**config.mk**
```make
export PLATFORM = sky130hd
export DESIGN_NAME = mem_arbiter
export DESIGN_NICKNAME = d
export VERILOG_FILES = /design/src/hdl/cache_pkg.sv /design/src/hdl/mem_arbiter.sv
export SDC_FILE = /design/constraint.sdc
export NUM_CORES = 1
export LEC_CHECK = 0
export BUFFER_PORTS_ARGS = -buffer_cell sky130_fd_sc_hd__buf_2
export CAP_MARGIN = 20
export CELL_PAD_IN_SITES_DETAIL_PLACEMENT = 2
export CELL_PAD_IN_SITES_GLOBAL_PLACEMENT = 2
export CORE_AREA = 2 2 311 313
export DETAILED_ROUTE_END_ITERATION = 8
export DIE_AREA = 0 0 313 315
export PLACE_DENSITY_LB_ADDON = 0.1
export SLEW_MARGIN = 0
export SYNTH_ARGS = -nofsm -noshare
export SYNTH_HDL_FRONTEND = slang
export SYNTH_SLANG_ARGS = --single-unit
```
**constraint.sdc**
```tcl
create_clock -name clk -period 5.1 [get_ports clk]
set_input_delay 1.275 -clock clk [delete_from_list [all_inputs] [get_ports clk]]
set_output_delay 1.275 -clock clk [all_outputs]
set_load 0.05 [all_outputs]
```
**src/hdl/cache_pkg.sv**
```systemverilog
//========================================
// Cache subsystem shared definitions
// Geometry localparams, vector types,
// memory bus structs, controller states
//========================================
package cache_pkg;

    // Address split is tag | set | word | byte
    localparam int addr_width     = 10;
    localparam int word_width     = 32;
    localparam int words_per_line = 4;
    localparam int num_ways       = 2;
    localparam int num_sets       = 4;
    localparam int offset_bits    = 4;
    localparam int set_bits       = 2;
    localparam int tag_bits       = addr_width - offset_bits - set_bits;

    typedef logic [addr_width-1:0]                 addr_t;
    typedef logic [word_width-1:0]                 word_t;
    typedef logic [word_width/8-1:0]               strb_t;
    typedef logic [words_per_line*word_width-1:0]  line_t;
    typedef logic [addr_width-offset_bits-1:0]     line_addr_t;
    typedef logic [set_bits-1:0]                   set_idx_t;
    typedef logic [tag_bits-1:0]                   tag_t;
    typedef logic [$clog2(words_per_line)-1:0]     word_idx_t;
    // One-hot way select
    typedef logic [num_ways-1:0]                   way_sel_t;

    // Line transfer towards the backing memory
    typedef struct packed {
        logic       valid;
        logic       write;
        line_addr_t addr;
        line_t      data;
    } mem_req_t;

    // Read data or write acknowledge
    typedef struct packed {
        logic  valid;
        line_t data;
    } mem_rsp_t;

    // Bank controller states
    typedef enum logic [2:0] {
        idle,
        lookup,
        write_back,
        fill,
        respond
    } bank_state_t;

endpackage
```
**src/hdl/mem_arbiter.sv**
```systemverilog
//========================================
// Round-robin memory arbiter
// Grant held until the owner's response
//========================================
`timescale 1ns/1ps

module mem_arbiter (
    input  logic                clk,
    input  logic                arst_n,
    input  cache_pkg::mem_req_t req0,
    input  cache_pkg::mem_req_t req1,
    output cache_pkg::mem_rsp_t rsp0,
    output cache_pkg::mem_rsp_t rsp1,
    output cache_pkg::mem_req_t mem_req,
    input  cache_pkg::mem_rsp_t mem_rsp
);
    logic       busy_q;
    logic       owner_q;
    logic       last_q;
    logic       sel;
    logic [1:0] gnt;

    // Current owner while busy, otherwise the fresh round-robin choice
    always_comb begin
        if (busy_q) begin
            sel = owner_q;
        end else if (req0.valid && req1.valid) begin
            sel = !last_q;
        end else begin
            sel = req1.valid;
        end
    end

    assign gnt[0] = (busy_q || req0.valid || req1.valid) && !sel;
    assign gnt[1] = (busy_q || req0.valid || req1.valid) && sel;

    // Granted request passes straight through
    assign mem_req = sel ? req1 : req0;

    always_comb begin
        rsp0       = mem_rsp;
        rsp0.valid = mem_rsp.valid && gnt[0];
        rsp1       = mem_rsp;
        rsp1.valid = mem_rsp.valid && gnt[1];
    end

    always_ff @(posedge clk or negedge arst_n) begin
        if (!arst_n) begin
            busy_q  <= 1'b0;
            owner_q <= 1'b0;
            last_q  <= 1'b0;
        end else if (busy_q) begin
            if (mem_rsp.valid) begin
                busy_q <= 1'b0;
                last_q <= owner_q;
            end
        end else if (|gnt) begin
            busy_q  <= 1'b1;
            owner_q <= sel;
        end
    end

    // A response belongs to the single bank holding the grant
    a_rsp_owned: assert property (@(posedge clk) disable iff (!arst_n)
        mem_rsp.valid |-> busy_q)
        else $error("mem_arbiter: memory response while no grant is held");

    a_owner_held: assert property (@(posedge clk) disable iff (!arst_n)
        busy_q |-> (owner_q ? req1.valid : req0.valid))
        else $error("mem_arbiter: granted request dropped before its response");

endmodule

```
======== Word-level counts from Yosys, hierarchy flattened ========
Cells that the tools add are included.
Widths: inputs -> output; s select.
word-level totals
  register bits ........................... 3
  bits of input ports ..................... 403
  logic and storage cells ................. 22
operators by class
  mux-type cells .......................... 6
  bitwise operators ....................... 1
  reductions and logical operators ........ 12
operator list
  cell               count
  $mux 136           1
  $logic_and 1x1->1  5
  $mux 1             5
  $reduce_and 2->1   2
  $logic_not 1->1    2
  $logic_or 1x1->1   2
  $reduce_or 2->1    1
  $not 1->1          1

======== Longest topological paths before layout ========
  depth in word-level cells ............... 8
  mapped depth ............................ 6

======== Worst setup path after synthesis ========
No wires, ideal clock.
  kind .................................... input to output
  start point ............................. in req1[135] in the netlist's numbering
  end point ............................... out rsp0[128] in the netlist's numbering
  data arrival time ....................... 2.679 ns
  stages on the path ...................... 2
  buffers on the path ..................... 0
  required time ........................... 3.825 ns
  path slack .............................. 1.146 ns
  cells stage by stage .................... nor2b_2 > a221oi_1
RTL lines
  item                line               source
  start: declaration  mem_arbiter.sv:11  input cache_pkg::mem_req_t req1,
  end: declaration    mem_arbiter.sv:12  output cache_pkg::mem_rsp_t rsp0,

==> results.yml <==
outcome:
  status: "finished, final reports clean"
sta:
  worst_slew_pin_slew_ns: 0.486
  setup_tns_ns: 0
  whs_ns: 0.553
  rsz0062_at_grt: "no"
  fin_ws_ns: 0.855
  maxSlewHeadroom_pct: 67.6
  fin_worst_skew_ns: 0.00333
  min_period_ns: 4.25
  fmax_ghz: 0.236
  setup_viol: 0
  slew_viol_final: 0
  fin_crit_sh_pct: 83.2
  hold_viol: 0
route:
  post_drt_via_cell_ratio: 1.89
  ant_nets: 0
  remaining_drc_errors: 0
  drt_wl_total_mm: 23.6
  drt_iter0_markers: 41
  vias: 3511
  firstDrtPassIters: 2
  wire_per_inst_um: 12.7
hold_path:
  holdCritPathClass: "reg2reg"
  hold_path_depth: 1
synth:
  syn-cell-area_sq_um: 3880
  ys_seq_area_share_pct: 1.93
  ys_ff_latch: 3
  syn_area_per_cell_sq_um: 9.12
  syn-num-nets: 829
  synth.distinct_cells: 17
  ys_warn_count: 0
  synth_cells: 426
final_layout:
  fill_cells: 11400
  final_cell_mix: "412 x buf_2, 97 x mux2_2, 39 x mux2_4"
  drive_gt1_share_pct: 97.1
  final_cell_area_sq_um: 5720
  fin_nets: 982
  area_growth_pct: 47.2
  fin_cells: 1860
  final_common_cell: "buf_2"
pwr:
  p_leak_nw: 2.49
  power_density_nw_per_um2: 306
  clkPwrFrac_pct: 7.2
  power_frac_seq_pct: 2.2
  internal_power_uw: 647
  power_frac_comb_pct: 90.6
  power_switching_share_pct: 63.0
  ir_drop_uv: 76.5
  power_switching_mw: 1.10
global_routing:
  grt_usage_pct: 4.50
  grt_pass1_wl_mm: 31.8
  gr-total-overflow: 0
  grt_pass1_vias: 4163
  antenna_found_initial: 27
  grt_max_degree: 37
placed_design:
  dp_cells: 1850
  numPortBuffers: 412
  pre_cts_ws_ns: 0.795
  place_congestion: 0.678
  place_hpwl_mm: 22.0
  placed_cell_area_sq_um: 5620
die:
  dieArea_sq_um: 98600
  rows: 114
  pin_count: 797
  core_sq_um: 95700
  die_x_um: 313
  dieHeight_um: 315
  initial_core_util_pct: 4.06
clock_tree:
  cts-resized-gates: 0
  cts_buffers: 3
  holdBufCountCts: 0
  path_clk_slew_ns: 0.03
  postCtsSetupRepairBufs: 0
  clock_path_buffers: 2
  htreeDepth: 1
  clkLatencyLatePin_ns: 0.23
  clock-sinks: 3
  cts_root_buf: "clkbuf_16"
  cts_tree: "done"
run:
  drv_cap: 0
setup_path:
  cp.arrival_ns: 2.97
  worstSetupEndpointType: "output port"
  crit_fanout: 36
  crit_path_start_kind: "input port"
  reg2reg_depth: 2
  worstSetupPathType: "in2out"
  required_ns: 3.83
## sequential cells by signal, summed over array words and instances, names as in the netlist
register / cells
owner_q: 1
last_q: 1
busy_q: 1
## power groups by stage
| stage | logic (mW) | registers, mW | clock network [mW] |
|---|---|---|---|
| 4_1_cts | 1.63 | 0.0385 | 0.129 |
| 6_report | 1.58 | 0.0383 | 0.126 |
| 3_3_place_gp | 1.64 | 0.0395 | 0 |
| 5_1_grt | 1.68 | 0.0404 | 0.132 |
| 3_5_place_dp | 1.63 | 0.0388 | 0 |
| 2_1_floorplan | 1.74 | 0.0356 | 0 |
## Yosys cell counts, drive strengths merged
cell	number	area (sq um)
mux2	136	1680
o31a	1	8.76
nor2	4	15.0
buf	271	2030
o221ai	1	8.76
nand2b	2	12.5
dfrtp	3	75.1
nor2b	1	8.76
nand2	3	13.8
o31ai	1	7.51
a221oi	1	8.76
a21oi	1	5.00
a21boi	1	7.51
## cell families after synthesis
group	synth area share (%)
AOI/OAI and AO/OA	1.19
buffers and inverters	52.4
DFF	1.93
muxes	43.2
and+or+nand+nor	1.29
## metrics by stage
stage	power [mW]	utilization [%]
after detailed placement	1.67	5.87
after global routing	1.85	5.96
after floorplan	1.77	-
after global placement	1.68	5.87
after CTS	1.80	5.96
final	1.75	5.97
## metal layers
metal	track usage (%)	vias up	wire, um
met4	1.13	42	605
met2	7.64	397	11100
met3	4.57	97	5170
met5	0	-	272
met1	3.56	1502	6510
li1	-	1473	-
## path summary, 6_finish.rpt
| kind | from | slack [ns] | to |
|---|---|---|---|
| setup / recovery | req1[135] | 0.85 | mem_req[86] |
| hold / removal | last_q | 0.55 | last_q |
| setup reg to reg | busy_q | 4.03 | last_q |
| hold reg to reg | last_q | 0.55 | last_q |
| max in group asynchronous | arst_n | 4.14 | last_q |
| min in group asynchronous | arst_n | 0.84 | busy_q |
## cell type report
class / instances / area (sq um) / share of cell area (%)
flip-flops and latches: 3 / 75.1 / 1.31
clock buffers: 4 / 78.8 / 1.38
repair buffers: 419 / 2160 / 37.9
well taps: 1276 / 1600 / 27.9
multi-input cells: 152 / 1790 / 31.2
diodes: 6 / 15.0 / 0.263
## critical path, stage by stage
cell and delay [ns]:
buf_2 0.14, nor2b_2 0.18, a21boi_4 0.21, buf_12 0.26
buf_12 0.24, mux2_2 0.37, buf_2 0.21
No activity file was read; power rests on OpenSTA's default activity.
