<file path="config.mk">
export PLATFORM = sky130hd
export DESIGN_NAME = cache_bank
export DESIGN_NICKNAME = d
export VERILOG_FILES = /design/src/hdl/cache_pkg.sv /design/src/hdl/cache_bank.sv /design/src/hdl/cache_tags.sv /design/src/hdl/cache_data.sv
export SDC_FILE = /design/constraint.sdc
export NUM_CORES = 2
export LEC_CHECK = 0
export BUFFER_PORTS_ARGS = -buffer_cell sky130_fd_sc_hd__clkbuf_2
export CAP_MARGIN = 20
export CORE_UTILIZATION = 65
export CTS_CLUSTER_DIAMETER = 150
export DETAILED_ROUTE_END_ITERATION = 7
export GPL_ROUTABILITY_DRIVEN = 1
export PLACE_DENSITY_LB_ADDON = 0.05
export SETUP_SLACK_MARGIN = 0.1
export SYNTH_ARGS = -nofsm -noshare
export SYNTH_HDL_FRONTEND = slang
export SYNTH_SLANG_ARGS = --single-unit
</file>
<file path="constraint.sdc">
create_clock -name clk -period 47.4 [get_ports clk]
set_input_delay 14.22 -clock clk [delete_from_list [all_inputs] [get_ports clk]]
set_output_delay 14.22 -clock clk [all_outputs]
set_load 0.01 [all_outputs]
</file>
<file path="src/hdl/cache_pkg.sv">
//========================================
// Cache subsystem shared definitions
// Geometry localparams, vector types,
// memory bus structs, controller states
//========================================
package cache_pkg;

    // Address split is tag | set | word | byte
    localparam int addr_width     = 10;
    localparam int word_width     = 32;
    localparam int words_per_line = 4;
    localparam int num_ways       = 2;
    localparam int num_sets       = 4;
    localparam int offset_bits    = 4;
    localparam int set_bits       = 2;
    localparam int tag_bits       = addr_width - offset_bits - set_bits;

    typedef logic [addr_width-1:0]                 addr_t;
    typedef logic [word_width-1:0]                 word_t;
    typedef logic [word_width/8-1:0]               strb_t;
    typedef logic [words_per_line*word_width-1:0]  line_t;
    typedef logic [addr_width-offset_bits-1:0]     line_addr_t;
    typedef logic [set_bits-1:0]                   set_idx_t;
    typedef logic [tag_bits-1:0]                   tag_t;
    typedef logic [$clog2(words_per_line)-1:0]     word_idx_t;
    // One-hot way select
    typedef logic [num_ways-1:0]                   way_sel_t;

    // Line transfer towards the backing memory
    typedef struct packed {
        logic       valid;
        logic       write;
        line_addr_t addr;
        line_t      data;
    } mem_req_t;

    // Read data or write acknowledge
    typedef struct packed {
        logic  valid;
        line_t data;
    } mem_rsp_t;

    // Bank controller states
    typedef enum logic [2:0] {
        idle,
        lookup,
        write_back,
        fill,
        respond
    } bank_state_t;

endpackage
</file>
<file path="src/hdl/cache_bank.sv">
//========================================
// Cache bank
// APB slave and miss FSM around the
// tag and data stores, line transfers
// to the memory arbiter
//========================================
`timescale 1ns/1ps

module cache_bank (
    input  logic                clk,
    input  logic                arst_n,
    input  logic                psel,
    input  logic                penable,
    input  logic                pwrite,
    input  cache_pkg::addr_t    paddr,
    input  cache_pkg::word_t    pwdata,
    input  cache_pkg::strb_t    pstrb,
    output logic                pready,
    output cache_pkg::word_t    prdata,
    output cache_pkg::mem_req_t mem_req,
    input  cache_pkg::mem_rsp_t mem_rsp
);
    import cache_pkg::*;

    bank_state_t state_q;
    logic        req_valid_q;
    way_sel_t    way_q;
    tag_t        victim_tag_q;

    tag_t        tag;
    set_idx_t    set;
    word_idx_t   word_idx;
    way_sel_t    hit_way;
    way_sel_t    victim_way;
    way_sel_t    data_way;
    logic        hit;
    logic        victim_dirty;
    tag_t        victim_tag;
    logic        tag_update;
    logic        tag_touch;
    logic        data_fill;
    logic        data_write;
    logic        data_read;
    word_t       read_data;
    line_t       dirty_data;

    // APB holds the address for the whole access
    assign tag      = paddr[addr_width-1 -: tag_bits];
    assign set      = paddr[offset_bits +: set_bits];
    assign word_idx = paddr[offset_bits-1:2];
    assign hit      = |hit_way;

    always_comb begin
        tag_update = 1'b0;
        tag_touch  = 1'b0;
        data_fill  = 1'b0;
        data_write = 1'b0;
        data_read  = 1'b0;
        data_way   = way_q;
        case (state_q)
            lookup: begin
                data_way = hit ? hit_way : victim_way;
                if (hit) begin
                    tag_touch  = 1'b1;
                    tag_update = pwrite;
                    data_write = pwrite;
                    data_read  = !pwrite;
                end else begin
                    // Fetch the victim line ahead of the write-back
                    data_read = victim_dirty;
                end
            end
            fill: begin
                tag_update = mem_rsp.valid;
                data_fill  = mem_rsp.valid;
            end
            default: ;
        endcase
    end

    always_ff @(posedge clk or negedge arst_n) begin
        if (!arst_n) begin
            state_q     <= idle;
            req_valid_q <= 1'b0;
        end else begin
            case (state_q)
                idle: begin
                    if (psel && penable) begin
                        state_q <= lookup;
                    end
                end
                lookup: begin
                    if (hit) begin
                        state_q <= respond;
                    end else begin
                        state_q     <= victim_dirty ? write_back : fill;
                        req_valid_q <= 1'b1;
                    end
                end
                write_back: begin
                    // Valid drops for a cycle before the refill request
                    if (mem_rsp.valid) begin
                        state_q     <= fill;
                        req_valid_q <= 1'b0;
                    end
                end
                fill: begin
                    if (mem_rsp.valid) begin
                        state_q     <= lookup;
                        req_valid_q <= 1'b0;
                    end else begin
                        req_valid_q <= 1'b1;
                    end
                end
                respond: state_q <= idle;
                default: state_q <= idle;
            endcase
        end
    end

    always_ff @(posedge clk) begin
        if (state_q == lookup) begin
            way_q        <= data_way;
            victim_tag_q <= victim_tag;
        end
    end

    always_comb begin
        mem_req.valid = req_valid_q;
        mem_req.write = (state_q == write_back);
        mem_req.addr  = mem_req.write ? {victim_tag_q, set} : {tag, set};
        mem_req.data  = mem_req.write ? dirty_data : '0;
    end

    assign pready = (state_q == respond);
    assign prdata = read_data;

    cache_tags tags_i (
        .clk          (clk),
        .arst_n       (arst_n),
        .set          (set),
        .tag          (tag),
        .hit_way      (hit_way),
        .victim_way   (victim_way),
        .victim_dirty (victim_dirty),
        .victim_tag   (victim_tag),
        .update       (tag_update),
        .update_way   (data_way),
        .set_dirty    (state_q == lookup),
        .touch        (tag_touch)
    );

    cache_data data_i (
        .clk        (clk),
        .fill       (data_fill),
        .write      (data_write),
        .read       (data_read),
        .set        (set),
        .word_idx   (word_idx),
        .way        (data_way),
        .fill_data  (mem_rsp.data),
        .write_data (pwdata),
        .write_strb (pstrb),
        .read_data  (read_data),
        .dirty_data (dirty_data)
    );

endmodule

</file>
<file path="src/hdl/cache_tags.sv">
//========================================
// Cache tag store
// Per-way tag, valid and dirty bits,
// one replacement bit per set
//========================================
`timescale 1ns/1ps

module cache_tags (
    input  logic                clk,
    input  logic                arst_n,
    input  cache_pkg::set_idx_t set,
    input  cache_pkg::tag_t     tag,
    output cache_pkg::way_sel_t hit_way,
    output cache_pkg::way_sel_t victim_way,
    output logic                victim_dirty,
    output cache_pkg::tag_t     victim_tag,
    input  logic                update,
    input  cache_pkg::way_sel_t update_way,
    input  logic                set_dirty,
    input  logic                touch
);
    import cache_pkg::*;

    tag_t                               tag_q [num_ways][num_sets];
    logic [num_ways-1:0][num_sets-1:0]  valid_q;
    logic [num_ways-1:0][num_sets-1:0]  dirty_q;
    // Points at the least recently used way of each set
    logic [num_sets-1:0]                repl_q;
    way_sel_t                           valid_at;
    way_sel_t                           dirty_at;

    always_ff @(posedge clk or negedge arst_n) begin
        if (!arst_n) begin
            valid_q <= '0;
            dirty_q <= '0;
            repl_q  <= '0;
        end else begin
            for (int w = 0; w < num_ways; w++) begin
                if (update && update_way[w]) begin
                    valid_q[w][set] <= 1'b1;
                    dirty_q[w][set] <= set_dirty;
                end
            end
            // Accessed way becomes MRU, the other one the next victim
            if (touch) begin
                repl_q[set] <= update_way[0];
            end
        end
    end

    always_ff @(posedge clk) begin
        for (int w = 0; w < num_ways; w++) begin
            if (update && update_way[w]) begin
                tag_q[w][set] <= tag;
            end
        end
    end

    always_comb begin
        for (int w = 0; w < num_ways; w++) begin
            valid_at[w] = valid_q[w][set];
            dirty_at[w] = dirty_q[w][set];
            hit_way[w]  = valid_q[w][set] && (tag_q[w][set] == tag);
        end
    end

    // Empty ways are filled before anything is evicted
    always_comb begin
        if (!valid_at[0]) begin
            victim_way = 2'b01;
        end else if (!valid_at[1]) begin
            victim_way = 2'b10;
        end else begin
            victim_way = repl_q[set] ? 2'b10 : 2'b01;
        end
    end

    assign victim_dirty = |(victim_way & valid_at & dirty_at);
    assign victim_tag   = victim_way[1] ? tag_q[1][set] : tag_q[0][set];

    a_hit_onehot: assert property (@(posedge clk) disable iff (!arst_n) $onehot0(hit_way))
        else $error("cache_tags: tag hit in more than one way");

endmodule

</file>
<file path="src/hdl/cache_data.sv">
//========================================
// Cache data store
// Per-way line RAMs with line fill,
// byte-enabled word write, word read
// and victim line output
//========================================
`timescale 1ns/1ps

module cache_data (
    input  logic                clk,
    input  logic                fill,
    input  logic                write,
    input  logic                read,
    input  cache_pkg::set_idx_t  set,
    input  cache_pkg::word_idx_t word_idx,
    input  cache_pkg::way_sel_t  way,
    input  cache_pkg::line_t     fill_data,
    input  cache_pkg::word_t     write_data,
    input  cache_pkg::strb_t     write_strb,
    output cache_pkg::word_t     read_data,
    output cache_pkg::line_t     dirty_data
);
    import cache_pkg::*;

    line_t                      wr_line;
    line_t                      wr_mask;
    line_t                      line_rdata [num_ways];
    word_t                      word_rdata [num_ways];
    logic [$clog2(num_ways)-1:0] way_bin;

    // Fill writes every byte, a word write only the strobed bytes of one word
    always_comb begin
        for (int j = 0; j < words_per_line; j++) begin
            wr_line[j*word_width +: word_width] =
                fill ? fill_data[j*word_width +: word_width] : write_data;
            for (int b = 0; b < word_width / 8; b++) begin
                wr_mask[j*word_width + b*8 +: 8] =
                    {8{fill || (write && write_strb[b] && (word_idx == word_idx_t'(j)))}};
            end
        end
    end

    for (genvar w = 0; w < num_ways; w++) begin : g_way
        line_t mem_q [num_sets];
        line_t rdata_q;

        always_ff @(posedge clk) begin
            if ((fill || write) && way[w]) begin
                mem_q[set] <= (mem_q[set] & ~wr_mask) | (wr_line & wr_mask);
            end
            // Registered read, returns the old line on a same-cycle fill
            if (read || fill) begin
                rdata_q <= mem_q[set];
            end
        end

        assign line_rdata[w] = rdata_q;
        // Word select per way first
        assign word_rdata[w] = rdata_q[word_idx*word_width +: word_width];
    end

    // One-hot to index conversion runs beside the RAM read
    always_comb begin
        way_bin = '0;
        for (int i = 0; i < num_ways; i++) begin
            if (way[i]) begin
                way_bin = i[$clog2(num_ways)-1:0];
            end
        end
    end

    // Way mux last
    assign read_data  = word_rdata[way_bin];
    assign dirty_data = line_rdata[way_bin];

    a_fill_write_excl: assert property (@(posedge clk) !(fill && write))
        else $error("cache_data: fill and write in the same cycle");

endmodule

</file>
Yosys cells after proc, flatten, opt, wreduce, memory -nomap -nowiden
Memory sizes are Yosys's and may differ from the RTL's.
Index checks and enable logic that the tools add are counted.

storage, ports and cells
  register bits = 286
  logic and storage cells = 169
  bits of input ports = 180
  output and inout bits = 169
  memory bits (writable) = 1056
  memories kept = 3

cells by class
  eq/ne operators = 13
  magnitude comparators = 5
  shift-type cells = 2
  multiplexer cells = 68
  reduce and logical (&&, ||, !) cells = 55
  bitwise logic cells = 12

memory list
  name                   depth  bits a word  read ports  clocked after memory_dff  write ports  RTL line          source
  data_i.g_way[0].mem_q  4      128          1           0                         1            cache_data.sv:44  line_t mem_q [num_sets];
  data_i.g_way[1].mem_q  4      128          1           0                         1            cache_data.sv:44
  tags_i.tag_q           2      16           2           0                         2            cache_tags.sv:24  tag_t tag_q [num_ways][num_sets];

operators by type and width
  cell                number
  $mux 128            4
  $and 128x128->128   3
  $or 128x128->128    2
  $shiftx 128x8->32   2
  $mux 32             7
  $not 128->128       1
  $mux 16             2
  $logic_and 1x1->1   29
  $mux 1              24
  $mux 4              6
  $logic_or 1x1->1    18
  $bmux 4 s2          2
  $bwmux 4            3
  $mux 3              4
  $pmux 3 s4          1
  $bmux 1 s2          5
  $mux 2              5
  $demux 4 s2         1
  $eq 4x4->1          2
  $or 4x4->4          2
  $eq 3x2->1 const B  2
  $mux 6              1
  $ne 2x2->1 const B  3
  $reduce_and 3->1    2
  21 further kinds    24

Depth between registers and ports, before layout
  word-level depth = 15
  depth in mapped cells = 13
  gate-level depth less buffers = 8

By module
A second synthesis with hierarchy kept.

unflattened totals
  cell total of the unflattened synthesis = 3005
  area, all modules = 55497.0 sq um

modules (own cells, without submodules)
  module      instances  cells each  area an instance (sq um)  seq. area each (sq um)
  cache_data  1          2669        51739.6                   38436.9
  cache_tags  1          144         2318.5                    1461.4
  cache_bank  1          192         1438.9                    280.3

Least setup slack after synthesis
OpenSTA, ideal clock, no wires.

  path type = in2reg
  start point = input paddr[5]
  end point = register data_i.g_way[0].rdata_q[0] (read register of data_i.g_way[0].mem_q), enable pin
  stages = 9
  slack = 11538 ps
  setup time = 1245 ps
  data arrival time = 34617 ps
  path buffers = 3
  data required time = 46155 ps
  cell sequence = buf_6 -> buf_2 -> mux2i_1 -> xnor2_1 -> or3_1 -> a21boi_0 -> clkbuf_1 -> a311oi_1 -> o31ai_1

between the ends
  longest elaborated chain between the ends = 11
  elaborated cells on any way between the ends = 31
  classes of those cells = 2 x eq/ne; 21 x mux; 3 x bitwise; 5 x reduce/logical

ends and longest elaborated chain
  what                          RTL line          source
  start, declared               cache_bank.sv:15  input cache_pkg::addr_t paddr,
  $bmux 1 s2                    cache_tags.sv:74  victim_way = repl_q[set] ? 2'b10 : 2'b01;
  $mux 1 (not written as such)  cache_tags.sv:74
  $mux 2                        cache_tags.sv:74
  $mux 2                        cache_tags.sv:71  end else if (!valid_at[1]) begin
  $mux 2                        cache_tags.sv:69  if (!valid_at[0]) begin
  $and 2x2->2 (2 in a row)      cache_tags.sv:78  assign victim_dirty = |(victim_way & valid_at & dirty_at);
  $reduce_or 2->1               cache_tags.sv:78
  $mux 1 (*)                    cache_bank.sv:63  if (hit) begin
  $mux 1 (*)                    cache_bank.sv:60  case (state_q)
  $logic_or 1x1->1 (*)          cache_data.sv:52  if (read || fill) begin
  end, declared                 cache_data.sv:45  line_t rdata_q;

Mark *: on every way between the ends. The rest lies on a longest branch, timed or not. The select of a mux whose other input is x is not followed.
A chain may end at the register's enable or synchronous reset.

==> results.yml <==
clock_tree:
  cts.sink_count: 1342
  cts_inserted_buffers: 137
  post_cts_resized: 0
  root_buffer: "clkbuf_16"
  cts-hold-fix-buffers: 0
  insertion_delay_ns: 0.74
  htree_levels: 4
  post_cts_buffers: 0
  clk_pin_slew_ns: 0.06
  cts_tree: "built"
  clk_path_buf_depth: 3
synth:
  synth_area_leader_cell: "edfxtp_1"
  synth-adder-area-share: 0
  synthTopCellsByArea: "edfxtp_1, mux4_2, mux2i_1"
  synth.top_cell.area_share: 0.697
  synth.avg_cell_area_um2: 17.6
  synth-seq-cells: 1342
  postSynthCellCount: 3230
  syn_nets: 3410
  synth_edf_count: 1318
  yosys-mux-area-fraction: 0.165
  synth-compound-area-share: 0.0431
  ys.flop_type: "edfxtp_1"
  yosysUniqueCellTypes: 57
  synth_top_family_by_area: "multiplexers"
  yosysWarnings: 0
  yosys-top-cells-count: "edfxtp_1, mux4_2, nand2_1"
  netlist_area_um2: 56800
  yosys.area_share.simple: 0.0612
  synth_xor_xnor_area_share: 0.00185
  async_flop_share: 0.0179
  yosysMostFrequentCell: "edfxtp_1"
  seq_area_frac_synth: 0.708
timing:
  worst_pin_slew_ns: 1.12
  fin_setup_tns_ns: 0
  min_period_over_period: 0.713
  rsz0062_at_grt: "no"
  clock.fmax_mhz: 29.6
  fin_crit_ns: 33.82
  finClkSkew_ns: 0.0281
  hold_violations: 0
  maxSlewViolCount: 0
  slew_headroom: 0.254
  setup_viol: 0
  setup_ws_ns: 13.58
job:
  maxCapViolCount: 0
grt:
  overflow: 0
  grt_pass1_vias: 33126
  antenna_found_initial: 17
  grt_pass1_wl_um: 212000
  gr-usage-all-layers: 0.327
  grt_max_degree: 159
layout:
  regArea_um2: 40200
  drive_gt1_frac: 0.277
  multi_input_area_um2: 15500
  area_growth_syn_to_layout_pct: 12.5
  fillers: 5177
  design_area_um2: 63900
  fin_nets: 3722
routing:
  drtIter0Drc: 3870
  vias: 32633
  drt_wl_total_um: 143000
  drt_pass1_iterations: 6
  ant_nets: 0
  drc_errors: 0
  wl_per_cell_um: 29.6
  vias_per_cell: 6.78
setup_path:
  cp-start-kind: "input pin"
  cp-end-kind: "output pin"
  cp_num_buf_inv: 6
  slowest_stage: "buf_4"
  crit_family: "buffers and inverters"
  cp_cell_sequence: "buf_8, mux4_2, xnor2_1, inv_1, or4_1, buf_4, o211ai_1, o21a_4, buf_4, buf_4, mux2i_1, clkbuf_2"
  path_class: "input pin to output pin"
  reg2reg_depth: 11
  crit_top_cell: "buf_4"
  critPathMaxFanout: 62
  required_ns: 33.18
  critPathMaxStageDelay_ns: 0.77
  r2r_slack_ns: 40.79
  r2r_end: "data_i.g_way[1].mem_q[3][6]"
  worst_ep_arrival_time_ns: 19.60
  regToRegStartpoint: "tags_i.tag_q[0][16]"
worst_hold_path:
  hold_class: "register to register"
  min_from: "tags_i.valid_q[3]"
  min_path_cells: 1
  min_to: "tags_i.valid_q[3]"
floorplanning:
  die_width_um: 298
  die_h_um: 298
  initial_utilization: 0.655
  coreArea_um2: 86600
  std_cell_rows: 108
  fp.dieArea_um2: 88500
  ios: 349
run_status:
  status: "finished clean"
placement:
  pre_cts_ws_ns: 13.51
  place_area_um2: 59500
  io_buffers: 346
  place.gp.congestion: 0.873
  dpl.hpwl_um: 83700
pwr:
  p_leak_nw: 21.1
  ir_drop_v: 0.0000541
  p_per_area_nw_per_um2: 54.2
[kinds of logic (layout without fill, tap and decap cells)]
group / after synthesis / in the layout
and+or+nand+nor: 798 / 798
other: 0 / 13
buffers and inverters: 255 / 672
DFF: 1342 / 1342
muxes: 512 / 512
AOI/OAI and AO/OA: 311 / 311
xor gates and xnor gates: 12 / 12
[worst register-to-register path, stage by stage, from the launching register on]
cell and delay [ns]:
edfxtp_1 0.39, mux4_2 0.49, xnor2_1 0.29, inv_1 0.14, or4_1 0.47, buf_4 0.27
o211ai_1 0.21, o21a_4 0.53, buf_4 0.78, and3_4 0.96, buf_4 0.76, buf_4 0.89
[flip-flops by register name (all words and copies together) (netlist names)]
signal	flops
data_i.g_way.mem_q	1024
data_i.g_way.rdata_q	256
tags_i.tag_q	32
tags_i.dirty_q	8
tags_i.valid_q	8
tags_i.repl_q	4
victim_tag_q	4
state_q	3
way_q	2
req_valid_q	1
[routing by layer]
metal	track usage	part of all wire
met1	0.456	0.37
met5	0	0.00015
met3	0.0558	0.095
met2	0.525	0.50
met4	0.131	0.034
[how the worst max path moves through the flow]
stage | start | end | slack (ns) | cells past startpoint
3_3_place_gp | paddr[4] | mem_req[126] | 13.60 | 12
4_1_cts | paddr[4] | mem_req[126] | 13.52 | 12
2_1_floorplan | paddr[5] | data_i.g_way[0].rdata_q[0] | 11.54 | 9
5_1_grt | paddr[4] | mem_req[23] | 13.37 | 10
6_report | paddr[4] | mem_req[126] | 13.58 | 12
3_5_place_dp | paddr[4] | mem_req[126] | 13.51 | 12
[power breakdown]
group | leakage, nW | switching, mW | internal, mW | total [mW]
clock network | 2.10 | 0.443 | 0.590 | 1.03
registers | 12.3 | 0.0636 | 1.58 | 1.64
logic | 6.75 | 0.518 | 0.266 | 0.785
total | 21.1 | 1.03 | 2.43 | 3.46
[area by class of cell]
cell class / instances / share of cell area
sequential: 1342 / 0.629
inverter: 19 / 0.00135
tap: 1155 / 0.0226
antenna: 13 / 0.000509
multi-input combinational: 1633 / 0.242
clock inverter: 72 / 0.0103
clock buffer: 172 / 0.0569
timing repair buffer: 409 / 0.0367
[cell usage in the layout (no fill, tap or decap), types with 40 or more instances in the layout]
cell       count
clkbuf_16    140
o22ai_1       40
mux4_2       333
nand2_1      312
nand3_1       47
nor2_1       168
buf_4         56
clkbuf_2     342
a22oi_1       40
nor3_1       222
mux2_2        43
a211oi_1     176
mux2i_1      136
edfxtp_1    1318
[per-stage QoR]
step                hold slack, ns  std cells   util  total power, mW
finish                       0.466       4815  0.737             3.46
global route                 0.481       4813  0.737             3.57
CTS                          0.467       4798  0.736             3.46
detailed placement           0.456       4554  0.686             2.44
global placement             0.444       4554  0.686             2.40
floorplan                    0.429       3230      -             2.23
Power figures use the tool's default switching activity.
